## src/design/riscv_pkg.sv

```systemverilog
package riscv_pkg;

  // Access size and extension for a bus read or write
  typedef enum logic [2:0] {
    BYTE,
    HALF,
    WORD,
    BYTE_U,
    HALF_U
  } ldst_mode_t;

  // RV32I major opcodes
  typedef enum logic [6:0] {
    LUI    = 7'b0110111,
    AUIPC  = 7'b0010111,
    JAL    = 7'b1101111,
    JALR   = 7'b1100111,
    BRANCH = 7'b1100011,
    LOAD   = 7'b0000011,
    STORE  = 7'b0100011,
    OP_IMM = 7'b0010011,
    OP     = 7'b0110011
  } opcode_t;

  typedef enum logic [3:0] {
    ADD,
    SUB,
    SLL,
    SLT,
    SLTU,
    XOR,
    SRL,
    SRA,
    OR,
    AND,
    PASS_B
  } alu_op_t;

  typedef enum logic [2:0] {
    NONE,
    EQ,
    NE,
    LT,
    GE,
    LTU,
    GEU,
    ALWAYS
  } br_cond_t;

  typedef struct packed {
    logic        valid;
    logic [4:0]  rs1;
    logic [4:0]  rs2;
    logic [4:0]  rd;
    logic [31:0] imm;
    alu_op_t     alu_op;
    logic        a_is_pc;
    logic        b_is_imm;
    br_cond_t    br_cond;
    logic        is_jalr;
    logic        is_load;
    logic        is_store;
    ldst_mode_t  mem_mode;
    logic        writes_rd;
    logic [31:0] pc;
  } decoded_t;

  // Outcome of one instruction, held between execute and commit
  typedef struct packed {
    logic        valid;
    logic [4:0]  rd;
    logic        writes_rd;
    logic [31:0] value;
    logic        is_store;
    logic [31:0] store_addr;
    logic [31:0] store_data;
    ldst_mode_t  mem_mode;
  } result_t;

endpackage
```

## src/design/riscv.sv

```systemverilog
`timescale 1ns/1ps

module riscv #(
  parameter logic [31:0] RESET_PC = 32'h0000_0000
) (
  input  logic                         clk,
  input  logic                         arst_n,

  // Memory bus; port 0 fetches, port 1 loads
  input  logic                  [31:0] rd [2],
  output logic                  [31:0] ra [2],
  output riscv_pkg::ldst_mode_t        rm [2],
  output logic                         we,
  output logic                  [31:0] wa,
  output logic                  [31:0] wd,
  output riscv_pkg::ldst_mode_t        wm
);

  logic [31:0]           instr;
  logic [31:0]           instr_pc;
  logic                  instr_valid;
  logic                  redirect;
  logic [31:0]           target;
  logic [4:0]            rs1;
  logic [4:0]            rs2;
  logic [31:0]           rdata1;
  logic [31:0]           rdata2;
  riscv_pkg::result_t    result;
  logic                  rf_we;
  logic [4:0]            rf_waddr;
  logic [31:0]           rf_wdata;

  riscv_fetch #(
    .RESET_PC (RESET_PC)
  ) u_fetch (
    .clk         (clk),
    .arst_n      (arst_n),
    .redirect    (redirect),
    .target      (target),
    .fetch_addr  (ra[0]),
    .fetch_instr (rd[0]),
    .instr       (instr),
    .instr_pc    (instr_pc),
    .instr_valid (instr_valid)
  );

  assign rm[0] = riscv_pkg::WORD;

  riscv_execute u_execute (
    .clk         (clk),
    .arst_n      (arst_n),
    .instr       (instr),
    .instr_pc    (instr_pc),
    .instr_valid (instr_valid),
    .rs1         (rs1),
    .rs2         (rs2),
    .rdata1      (rdata1),
    .rdata2      (rdata2),
    .fwd         (result),
    .load_addr   (ra[1]),
    .load_mode   (rm[1]),
    .load_data   (rd[1]),
    .redirect    (redirect),
    .target      (target),
    .result      (result)
  );

  riscv_regfile u_regfile (
    .clk    (clk),
    .arst_n (arst_n),
    .rs1    (rs1),
    .rs2    (rs2),
    .rdata1 (rdata1),
    .rdata2 (rdata2),
    .we     (rf_we),
    .waddr  (rf_waddr),
    .wdata  (rf_wdata)
  );

  riscv_commit u_commit (
    .result   (result),
    .rf_we    (rf_we),
    .rf_waddr (rf_waddr),
    .rf_wdata (rf_wdata),
    .we       (we),
    .wa       (wa),
    .wd       (wd),
    .wm       (wm)
  );

endmodule

```

## src/design/riscv_commit.sv

```systemverilog
`timescale 1ns/1ps

module riscv_commit (
  input  riscv_pkg::result_t           result,
  output logic                         rf_we,
  output logic                  [4:0]  rf_waddr,
  output logic                  [31:0] rf_wdata,
  output logic                         we,
  output logic                  [31:0] wa,
  output logic                  [31:0] wd,
  output riscv_pkg::ldst_mode_t        wm
);

  // Bubbles never touch architectural state
  assign rf_we    = result.valid && result.writes_rd && result.rd != 5'd0;
  assign rf_waddr = result.rd;
  assign rf_wdata = result.value;

  // Memory takes the low bytes of wd per wm
  assign we = result.valid && result.is_store;
  assign wa = result.store_addr;
  assign wd = result.store_data;
  assign wm = result.mem_mode;

endmodule

```

## src/design/riscv_execute.sv

```systemverilog
`timescale 1ns/1ps

module riscv_execute (
  input  logic                         clk,
  input  logic                         arst_n,
  input  logic                  [31:0] instr,
  input  logic                  [31:0] instr_pc,
  input  logic                         instr_valid,
  output logic                  [4:0]  rs1,
  output logic                  [4:0]  rs2,
  input  logic                  [31:0] rdata1,
  input  logic                  [31:0] rdata2,
  input  riscv_pkg::result_t           fwd,
  output logic                  [31:0] load_addr,
  output riscv_pkg::ldst_mode_t        load_mode,
  input  logic                  [31:0] load_data,
  output logic                         redirect,
  output logic                  [31:0] target,
  output riscv_pkg::result_t           result
);

  riscv_pkg::decoded_t dec;
  riscv_pkg::result_t  next;
  riscv_pkg::result_t  res_q;
  logic                res_valid;
  logic [31:0]         src1;
  logic [31:0]         src2;
  logic [31:0]         op_a;
  logic [31:0]         op_b;
  logic [31:0]         alu_out;
  logic                taken;

  riscv_decode u_decode (
    .instr   (instr),
    .pc      (instr_pc),
    .valid   (instr_valid),
    .decoded (dec)
  );

  assign rs1 = dec.rs1;
  assign rs2 = dec.rs2;

  function automatic logic [31:0] forward(input logic [4:0] rs, input logic [31:0] rf_val,
                                          input riscv_pkg::result_t res);
    if (res.valid && res.writes_rd && res.rd != 5'd0 && res.rd == rs) begin
      return res.value;
    end
    return rf_val;
  endfunction

  assign src1 = forward(dec.rs1, rdata1, fwd);
  assign src2 = forward(dec.rs2, rdata2, fwd);
  assign op_a = dec.a_is_pc ? dec.pc : src1;
  assign op_b = dec.b_is_imm ? dec.imm : src2;

  always_comb begin
    case (dec.alu_op)
      riscv_pkg::ADD:  alu_out = op_a + op_b;
      riscv_pkg::SUB:  alu_out = op_a - op_b;
      riscv_pkg::SLL:  alu_out = op_a << op_b[4:0];
      riscv_pkg::SLT:  alu_out = {31'd0, $signed(op_a) < $signed(op_b)};
      riscv_pkg::SLTU: alu_out = {31'd0, op_a < op_b};
      riscv_pkg::XOR:  alu_out = op_a ^ op_b;
      riscv_pkg::SRL:  alu_out = op_a >> op_b[4:0];
      riscv_pkg::SRA:  alu_out = $signed(op_a) >>> op_b[4:0];
      riscv_pkg::OR:   alu_out = op_a | op_b;
      riscv_pkg::AND:  alu_out = op_a & op_b;
      default:         alu_out = op_b;
    endcase
  end

  always_comb begin
    case (dec.br_cond)
      riscv_pkg::EQ:     taken = src1 == src2;
      riscv_pkg::NE:     taken = src1 != src2;
      riscv_pkg::LT:     taken = $signed(src1) < $signed(src2);
      riscv_pkg::GE:     taken = $signed(src1) >= $signed(src2);
      riscv_pkg::LTU:    taken = src1 < src2;
      riscv_pkg::GEU:    taken = src1 >= src2;
      riscv_pkg::ALWAYS: taken = 1'b1;
      default:           taken = 1'b0;
    endcase
  end

  assign redirect = dec.valid && taken;
  assign target   = dec.is_jalr ? ((src1 + dec.imm) & ~32'd1) : (dec.pc + dec.imm);

  // Memory sizes and extends the load itself
  assign load_addr = alu_out;
  assign load_mode = dec.mem_mode;

  always_comb begin
    next.valid     = dec.valid;
    next.rd        = dec.rd;
    next.writes_rd = dec.writes_rd;
    if (dec.is_load) begin
      next.value = load_data;
    end else if (dec.br_cond == riscv_pkg::ALWAYS) begin
      next.value = dec.pc + 32'd4;
    end else begin
      next.value = alu_out;
    end
    next.is_store   = dec.is_store;
    next.store_addr = alu_out;
    next.store_data = src2;
    next.mem_mode   = dec.mem_mode;
  end

  always_ff @(posedge clk or negedge arst_n) begin
    if (!arst_n) begin
      res_valid <= 1'b0;
    end else begin
      res_valid <= next.valid;
    end
  end

  always_ff @(posedge clk) begin
    res_q <= next;
  end

  always_comb begin
    result       = res_q;
    result.valid = res_valid;
  end

endmodule

```

## src/design/riscv_regfile.sv

```systemverilog
`timescale 1ns/1ps

module riscv_regfile (
  input  logic        clk,
  input  logic        arst_n,
  input  logic [4:0]  rs1,
  input  logic [4:0]  rs2,
  output logic [31:0] rdata1,
  output logic [31:0] rdata2,
  input  logic        we,
  input  logic [4:0]  waddr,
  input  logic [31:0] wdata
);

  // x0 has no storage
  logic [31:0] regs [31:1];

  always_ff @(posedge clk or negedge arst_n) begin
    if (!arst_n) begin
      for (int i = 1; i < 32; i++) begin
        regs[i] <= '0;
      end
    end else if (we && waddr != 5'd0) begin
      regs[waddr] <= wdata;
    end
  end

  // Write-through so a same-cycle writeback is seen
  always_comb begin
    if (rs1 == 5'd0) begin
      rdata1 = '0;
    end else if (we && rs1 == waddr) begin
      rdata1 = wdata;
    end else begin
      rdata1 = regs[rs1];
    end
  end

  always_comb begin
    if (rs2 == 5'd0) begin
      rdata2 = '0;
    end else if (we && rs2 == waddr) begin
      rdata2 = wdata;
    end else begin
      rdata2 = regs[rs2];
    end
  end

endmodule

```

## src/design/riscv_decode.sv

```systemverilog
`timescale 1ns/1ps

module riscv_decode (
  input  logic                 [31:0] instr,
  input  logic                 [31:0] pc,
  input  logic                        valid,
  output riscv_pkg::decoded_t         decoded
);

  riscv_pkg::opcode_t opcode;
  logic [2:0]         funct3;
  logic               alt;
  logic [31:0]        imm_i;
  logic [31:0]        imm_s;
  logic [31:0]        imm_b;
  logic [31:0]        imm_u;
  logic [31:0]        imm_j;
  logic               known;

  assign opcode = riscv_pkg::opcode_t'(instr[6:0]);
  assign funct3 = instr[14:12];
  assign alt    = instr[30];

  assign imm_i = {{20{instr[31]}}, instr[31:20]};
  assign imm_s = {{20{instr[31]}}, instr[31:25], instr[11:7]};
  assign imm_b = {{19{instr[31]}}, instr[31], instr[7], instr[30:25], instr[11:8], 1'b0};
  assign imm_u = {instr[31:12], 12'd0};
  assign imm_j = {{11{instr[31]}}, instr[31], instr[19:12], instr[20], instr[30:21], 1'b0};

  // Shared by OP and OP_IMM; alt selects SUB only for register ops
  function automatic riscv_pkg::alu_op_t alu_sel(input logic [2:0] f3, input logic sub_ok,
                                                 input logic sra);
    case (f3)
      3'b000: begin
        if (sub_ok) return riscv_pkg::SUB;
        return riscv_pkg::ADD;
      end
      3'b001: return riscv_pkg::SLL;
      3'b010: return riscv_pkg::SLT;
      3'b011: return riscv_pkg::SLTU;
      3'b100: return riscv_pkg::XOR;
      3'b101: begin
        if (sra) return riscv_pkg::SRA;
        return riscv_pkg::SRL;
      end
      3'b110: return riscv_pkg::OR;
      default: return riscv_pkg::AND;
    endcase
  endfunction

  always_comb begin
    decoded          = '0;
    known            = 1'b1;
    decoded.rs1      = instr[19:15];
    decoded.rs2      = instr[24:20];
    decoded.rd       = instr[11:7];
    decoded.pc       = pc;
    decoded.alu_op   = riscv_pkg::ADD;
    decoded.br_cond  = riscv_pkg::NONE;
    decoded.mem_mode = riscv_pkg::WORD;
    case (opcode)
      riscv_pkg::LUI: begin
        decoded.imm       = imm_u;
        decoded.alu_op    = riscv_pkg::PASS_B;
        decoded.b_is_imm  = 1'b1;
        decoded.writes_rd = 1'b1;
      end
      riscv_pkg::AUIPC: begin
        decoded.imm       = imm_u;
        decoded.a_is_pc   = 1'b1;
        decoded.b_is_imm  = 1'b1;
        decoded.writes_rd = 1'b1;
      end
      riscv_pkg::JAL: begin
        decoded.imm       = imm_j;
        decoded.br_cond   = riscv_pkg::ALWAYS;
        decoded.writes_rd = 1'b1;
      end
      riscv_pkg::JALR: begin
        decoded.imm       = imm_i;
        decoded.br_cond   = riscv_pkg::ALWAYS;
        decoded.is_jalr   = 1'b1;
        decoded.writes_rd = 1'b1;
      end
      riscv_pkg::BRANCH: begin
        decoded.imm = imm_b;
        case (funct3)
          3'b000:  decoded.br_cond = riscv_pkg::EQ;
          3'b001:  decoded.br_cond = riscv_pkg::NE;
          3'b100:  decoded.br_cond = riscv_pkg::LT;
          3'b101:  decoded.br_cond = riscv_pkg::GE;
          3'b110:  decoded.br_cond = riscv_pkg::LTU;
          3'b111:  decoded.br_cond = riscv_pkg::GEU;
          default: known = 1'b0;
        endcase
      end
      riscv_pkg::LOAD: begin
        decoded.imm       = imm_i;
        decoded.b_is_imm  = 1'b1;
        decoded.is_load   = 1'b1;
        decoded.writes_rd = 1'b1;
        case (funct3)
          3'b000:  decoded.mem_mode = riscv_pkg::BYTE;
          3'b001:  decoded.mem_mode = riscv_pkg::HALF;
          3'b010:  decoded.mem_mode = riscv_pkg::WORD;
          3'b100:  decoded.mem_mode = riscv_pkg::BYTE_U;
          3'b101:  decoded.mem_mode = riscv_pkg::HALF_U;
          default: known = 1'b0;
        endcase
      end
      riscv_pkg::STORE: begin
        decoded.imm      = imm_s;
        decoded.b_is_imm = 1'b1;
        decoded.is_store = 1'b1;
        case (funct3)
          3'b000:  decoded.mem_mode = riscv_pkg::BYTE;
          3'b001:  decoded.mem_mode = riscv_pkg::HALF;
          3'b010:  decoded.mem_mode = riscv_pkg::WORD;
          default: known = 1'b0;
        endcase
      end
      riscv_pkg::OP_IMM: begin
        decoded.imm       = imm_i;
        decoded.b_is_imm  = 1'b1;
        decoded.writes_rd = 1'b1;
        decoded.alu_op    = alu_sel(funct3, 1'b0, alt);
      end
      riscv_pkg::OP: begin
        decoded.writes_rd = 1'b1;
        decoded.alu_op    = alu_sel(funct3, alt, alt);
      end
      default: known = 1'b0;
    endcase
    decoded.valid = valid && known;
  end

endmodule

```

## src/design/riscv_fetch.sv

```systemverilog
`timescale 1ns/1ps

module riscv_fetch #(
  parameter logic [31:0] RESET_PC = 32'h0000_0000
) (
  input  logic        clk,
  input  logic        arst_n,
  input  logic        redirect,
  input  logic [31:0] target,
  output logic [31:0] fetch_addr,
  input  logic [31:0] fetch_instr,
  output logic [31:0] instr,
  output logic [31:0] instr_pc,
  output logic        instr_valid
);

  logic [31:0] pc;

  assign fetch_addr = pc;

  // Word fetched during a redirect is on the wrong path
  always_ff @(posedge clk or negedge arst_n) begin
    if (!arst_n) begin
      pc          <= RESET_PC;
      instr_valid <= 1'b0;
    end else begin
      if (redirect) begin
        pc <= target;
      end else begin
        pc <= pc + 32'd4;
      end
      instr_valid <= !redirect;
    end
  end

  always_ff @(posedge clk) begin
    instr    <= fetch_instr;
    instr_pc <= pc;
  end

endmodule

```

## config.mk

```make
export PLATFORM = sky130hd
export DESIGN_NAME = riscv
export DESIGN_NICKNAME = d
export VERILOG_FILES = /design/src/design/riscv_pkg.sv /design/src/design/riscv.sv /design/src/design/riscv_commit.sv /design/src/design/riscv_execute.sv /design/src/design/riscv_regfile.sv /design/src/design/riscv_decode.sv /design/src/design/riscv_fetch.sv
export SDC_FILE = /design/constraint.sdc
export NUM_CORES = 2
export LEC_CHECK = 0
export BUFFER_PORTS_ARGS = -buffer_cell sky130_fd_sc_hd__buf_2
export CAP_MARGIN = 15
export CORE_MARGIN = 1
export CORE_UTILIZATION = 47
export DETAILED_ROUTE_END_ITERATION = 16
export SYNTH_ARGS = -nofsm -noshare
export SYNTH_HDL_FRONTEND = slang
export SYNTH_SLANG_ARGS = --single-unit
```

## constraint.sdc

```tcl
create_clock -name clk -period 10.2 [get_ports clk]
set_clock_uncertainty 0.2 [all_clocks]
set_input_delay 2.04 -clock clk [delete_from_list [all_inputs] [get_ports clk]]
set_output_delay 2.04 -clock clk [all_outputs]
set_load 0.01 [all_outputs]
```

==> parameters.txt <==
Parameter                              Value

Timing
  Setup TNS    0 ns
  RSZ-0062 raised after global routing    yes
  Final hold viol count    0
  Headroom to the max-slew limit    0.111
  Final period demand of the worst path    around 10 ns
  Fmax    98.6 MHz
  Final worst setup slack    roughly 0.059 ns
  Final setup vio count    0
  Max-slew violation count    0
  Worst-Margin Slew    1.30 ns
  Period utilization    0.994

Critical path
  Internal reg-to-reg setup slack    1.94 ns
  CP Capture Type    output port
  Critical path data required time    7.96 ns
  Highest net fanout along the worst path    56
  Critical register-to-register path endpoint    u_fetch.fetch_addr[27]
  Worst flop-to-flop path startpoint    u_fetch.instr[15]
  Startpoint type of the worst setup path    register
  Number of cells on the worst reg-to-reg path    20
  Category of the critical setup timing path    reg -> out
  Arrival @ worst endpoint    7.90 ns

Layout
  Nets    7108
  Proportion of layout cells with a drive suffix above 1    0.322
  Area Overhead vs Synth    10.2%
  Post-route standard cell area excluding fillers    0.0843 mm²

Global route
  Via count of the first global-routing pass    roughly 61000
  Total global routing overflow    0
  Pin count of the biggest net entering global routing    roughly 180
  Initial antenna violation count    18
  Global-route total usage across every layer    0.415
  First-pass GRT wire length    481000 µm

Yosys
  Netlist area before placement    0.0765 mm²
  Syn Inst Count    just under 7000
  Count of warnings emitted by yosys    0
  Most common cell in the netlist    sky130_fd_sc_hd__mux2_2
  Number of distinct standard cells referenced by the synthesized netlist    123
  Most used DFF post-synth    sky130_fd_sc_hd__dfrtp_1
  Syn avg cell area    11.1 µm²
  Sequential area share after synthesis    0.380
  Top cell type by total area after synthesis    sky130_fd_sc_hd__dfrtp_1
  Share of flip-flops with an asynchronous set or reset after synthesis    0.858
  Leading post-synthesis cells by cell area    sky130_fd_sc_hd__dfrtp_1, sky130_fd_sc_hd__mux2_2, sky130_fd_sc_hd__mux4_2
  Seq cells post-synth    1196
  Number of synthesized flops with an enable pin    0
  Leading cell types by count after synthesis    sky130_fd_sc_hd__mux2_2, sky130_fd_sc_hd__dfrtp_1, sky130_fd_sc_hd__mux2i_1
  Top-area cell type share of the netlist area    0.336

Route
  Detailed-route DRC error count    0
  Total Routed Length    346000 µm
  First-iteration detailed-routing DRC count    7040
  Remaining number of nets flagged by the antenna check after routing    0
  Avg Vias per Cell    6.87
  Avg WL per Cell    around 38 µm
  Number of optimization iterations in the first detailed-route pass    7
  Total number of vias    62589

Power
  Gate power share    0.207
  Sequential Power Share    0.398
  Lkg Pwr    about 39 nW
  Net Sw Frac    0.332
  Worst supply voltage drop on vdd    roughly 200 µV
  NetSw    roughly 4.3 mW
  Internal power contribution    8.64 mW
  Power density cells    154 mW/mm²
  Relative contribution of the clock network to total power    0.395
  Total power draw    12.9 mW

Placed design
  Estimated wirelength of the detail-placed design    242000 µm
  Pre-CTS setup slack    0.458 ns
  # port buffers    200
  Final weighted congestion in routability-driven placement    1.05
  Placed Area    0.0793 mm²

CTS
  H-Tree Level Count    4
  Number of buffers added by the clock tree synthesis step    138
  Clock input transition at the sequential cells of the worst setup and hold paths    0.06 ns
  Root Driver    sky130_fd_sc_hd__clkbuf_16
  Clock latency at the later pin of the worst-skew pair    0.82 ns
  Clk buf depth    3
  Sink Count    1196
  TritonCTS clock tree    built
  CTS hold repair buffers    0

Floorplan
  Die height    405 µm
  Die width    405 µm
  Number of rows created at floorplan    147
  Core region area    around 0.16 mm²
  Initial Utilization    0.475
  Number of placed I/O pins    204
  Area of the die    ~0.16 mm²

Flow run
  Count of maximum capacitance violations    0

Min path
  Worst hold path depth    0
  Worst Min Path Start    u_fetch.fetch_addr[1]
  Hold Path Class    reg -> reg
  Hold worst-path end    u_fetch.instr_pc[1]

Outcome
  Status    complete, no violations
timing repair:
action,in CTS,in global routing
gates resized for setup,9,21
pin swaps,0,0
cloned,0,1
endpoints found under the setup margin,8,9
buffers inserted,1,3
worst max path at each step:
stage / cells past startpoint / slack (ns) / to / startpoint
2_1_floorplan: 27 / 1.76 / ra[28] / u_fetch.instr[20]
3_3_place_gp: 20 / 0.1 / ra[30] / u_fetch.instr[18]
3_5_place_dp: 20 / 0.46 / ra[28] / u_fetch.instr[18]
4_1_cts: 23 / 0.06 / ra[0] / u_fetch.instr[18]
5_1_grt: 21 / -0.05 / ra[31] / u_fetch.instr[20]
6_report: 23 / 0.06 / ra[0] / u_fetch.instr[20]
flip-flops by register name, summed over array words and instances (netlist names):
register	count
u_execute.res_valid	1
u_fetch.instr_valid	1
u_fetch.instr_pc	32
u_fetch.fetch_addr	32
u_fetch.instr	32
u_regfile.regs	992
u_execute.result	106
per-stage QoR:
step | cells | hold WS (ns) | util
after global routing | 9111 | 0.225 | 0.523
after global placement | 8851 | 0.181 | 0.492
after floorplan | 6871 | 0.131 | -
after CTS | 9104 | 0.211 | 0.522
after detailed placement | 8856 | 0.191 | 0.493
final | 9115 | 0.206 | 0.524
area by class of cell:
| cell class | count | area (µm²) |
|---|---|---|
| diodes | 4 | 10.0 |
| fillers | 14287 | 76700 |
| clock buffers | 200 | 3990 |
| flip-flops and latches | 1196 | 29100 |
| inverters | 148 | 559 |
| well taps | 2160 | 2700 |
| multi-input cells | 4851 | 43500 |
| repair buffers | 509 | 3700 |
| clock inverters | 47 | 677 |
layer usage:
metal	vias up	global-route usage	part of all wire
li1	25618	-	-
met1	32446	0.530	0.39
met2	3539	0.629	0.44
met3	982	0.0944	0.091
met4	4	0.278	0.079
met5	-	0	0.000075
critical path, stage by stage, from the launching register on:
cell	delay, ns
sky130_fd_sc_hd__dfxtp_4	0.59
sky130_fd_sc_hd__buf_4	0.33
sky130_fd_sc_hd__buf_12	0.39
sky130_fd_sc_hd__mux2i_1	0.16
sky130_fd_sc_hd__a22oi_1	0.20
sky130_fd_sc_hd__a21oi_1	0.11
sky130_fd_sc_hd__nor4_1	0.89
sky130_fd_sc_hd__a21oi_4	0.22
sky130_fd_sc_hd__ha_1	0.49
sky130_fd_sc_hd__o21a_1	0.22
sky130_fd_sc_hd__o31a_1	0.13
sky130_fd_sc_hd__o41ai_1	0.72
sky130_fd_sc_hd__o21ai_1	0.17
sky130_fd_sc_hd__buf_4	0.21
sky130_fd_sc_hd__a2111oi_1	0.48
sky130_fd_sc_hd__o31ai_1	0.14
sky130_fd_sc_hd__buf_4	0.21
sky130_fd_sc_hd__nand3_1	0.13
sky130_fd_sc_hd__o21ai_0	0.17
sky130_fd_sc_hd__o211ai_1	0.33
sky130_fd_sc_hd__and3_1	0.34
sky130_fd_sc_hd__nor3_2	0.13
sky130_fd_sc_hd__nor2_1	0.15
sky130_fd_sc_hd__buf_2	0.15
cell usage in the layout (no fill, tap or decap), types with 47 or more instances in the layout:
cell / synthesis / routed
sky130_fd_sc_hd__mux2_2: 1032 / 1032
sky130_fd_sc_hd__dfrtp_1: 1026 / 1026
sky130_fd_sc_hd__mux2i_1: 503 / 494
sky130_fd_sc_hd__nand2_1: 357 / 341
sky130_fd_sc_hd__mux4_2: 312 / 312
sky130_fd_sc_hd__nor2_1: 330 / 311
sky130_fd_sc_hd__a21oi_1: 297 / 297
sky130_fd_sc_hd__buf_4: 129 / 279
sky130_fd_sc_hd__o21ai_0: 258 / 251
sky130_fd_sc_hd__buf_2: 116 / 199
sky130_fd_sc_hd__ha_1: 194 / 194
sky130_fd_sc_hd__dfxtp_1: 170 / 160
sky130_fd_sc_hd__a22oi_1: 144 / 144
sky130_fd_sc_hd__clkbuf_16: 0 / 139
sky130_fd_sc_hd__inv_1: 137 / 137
sky130_fd_sc_hd__o22ai_1: 119 / 118
sky130_fd_sc_hd__nor3_1: 102 / 96
sky130_fd_sc_hd__a21o_1: 84 / 84
sky130_fd_sc_hd__xor2_1: 70 / 70
sky130_fd_sc_hd__nand3_1: 67 / 67
sky130_fd_sc_hd__a211oi_1: 63 / 62
sky130_fd_sc_hd__xnor2_1: 59 / 59
sky130_fd_sc_hd__a31oi_1: 55 / 55
sky130_fd_sc_hd__and2_1: 51 / 49
sky130_fd_sc_hd__o211ai_1: 47 / 47
power by group through the flow:
stage	registers (mW)	logic, mW	clock network [mW]
after floorplan	5.10	1.48	0
after global routing	5.16	2.77	5.35
final	5.15	2.67	5.11
after detailed placement	5.23	2.55	0
after CTS	5.15	2.57	5.17
after global placement	5.24	2.56	0
kinds of logic after synthesis:
| kind of cell | after synthesis | synth area share |
|---|---|---|
| and+or+nand+nor | 1182 | 0.0733 |
| AOI/OAI and AO/OA | 1479 | 0.131 |
| xor gates and xnor gates | 129 | 0.0148 |
| muxes | 1860 | 0.313 |
| other | 2 | 0.0000982 |
| adders and majority gates | 198 | 0.0328 |
| DFF | 1196 | 0.380 |
| buffers and inverters | 824 | 0.0552 |
(Power assumes the default switching activity.)
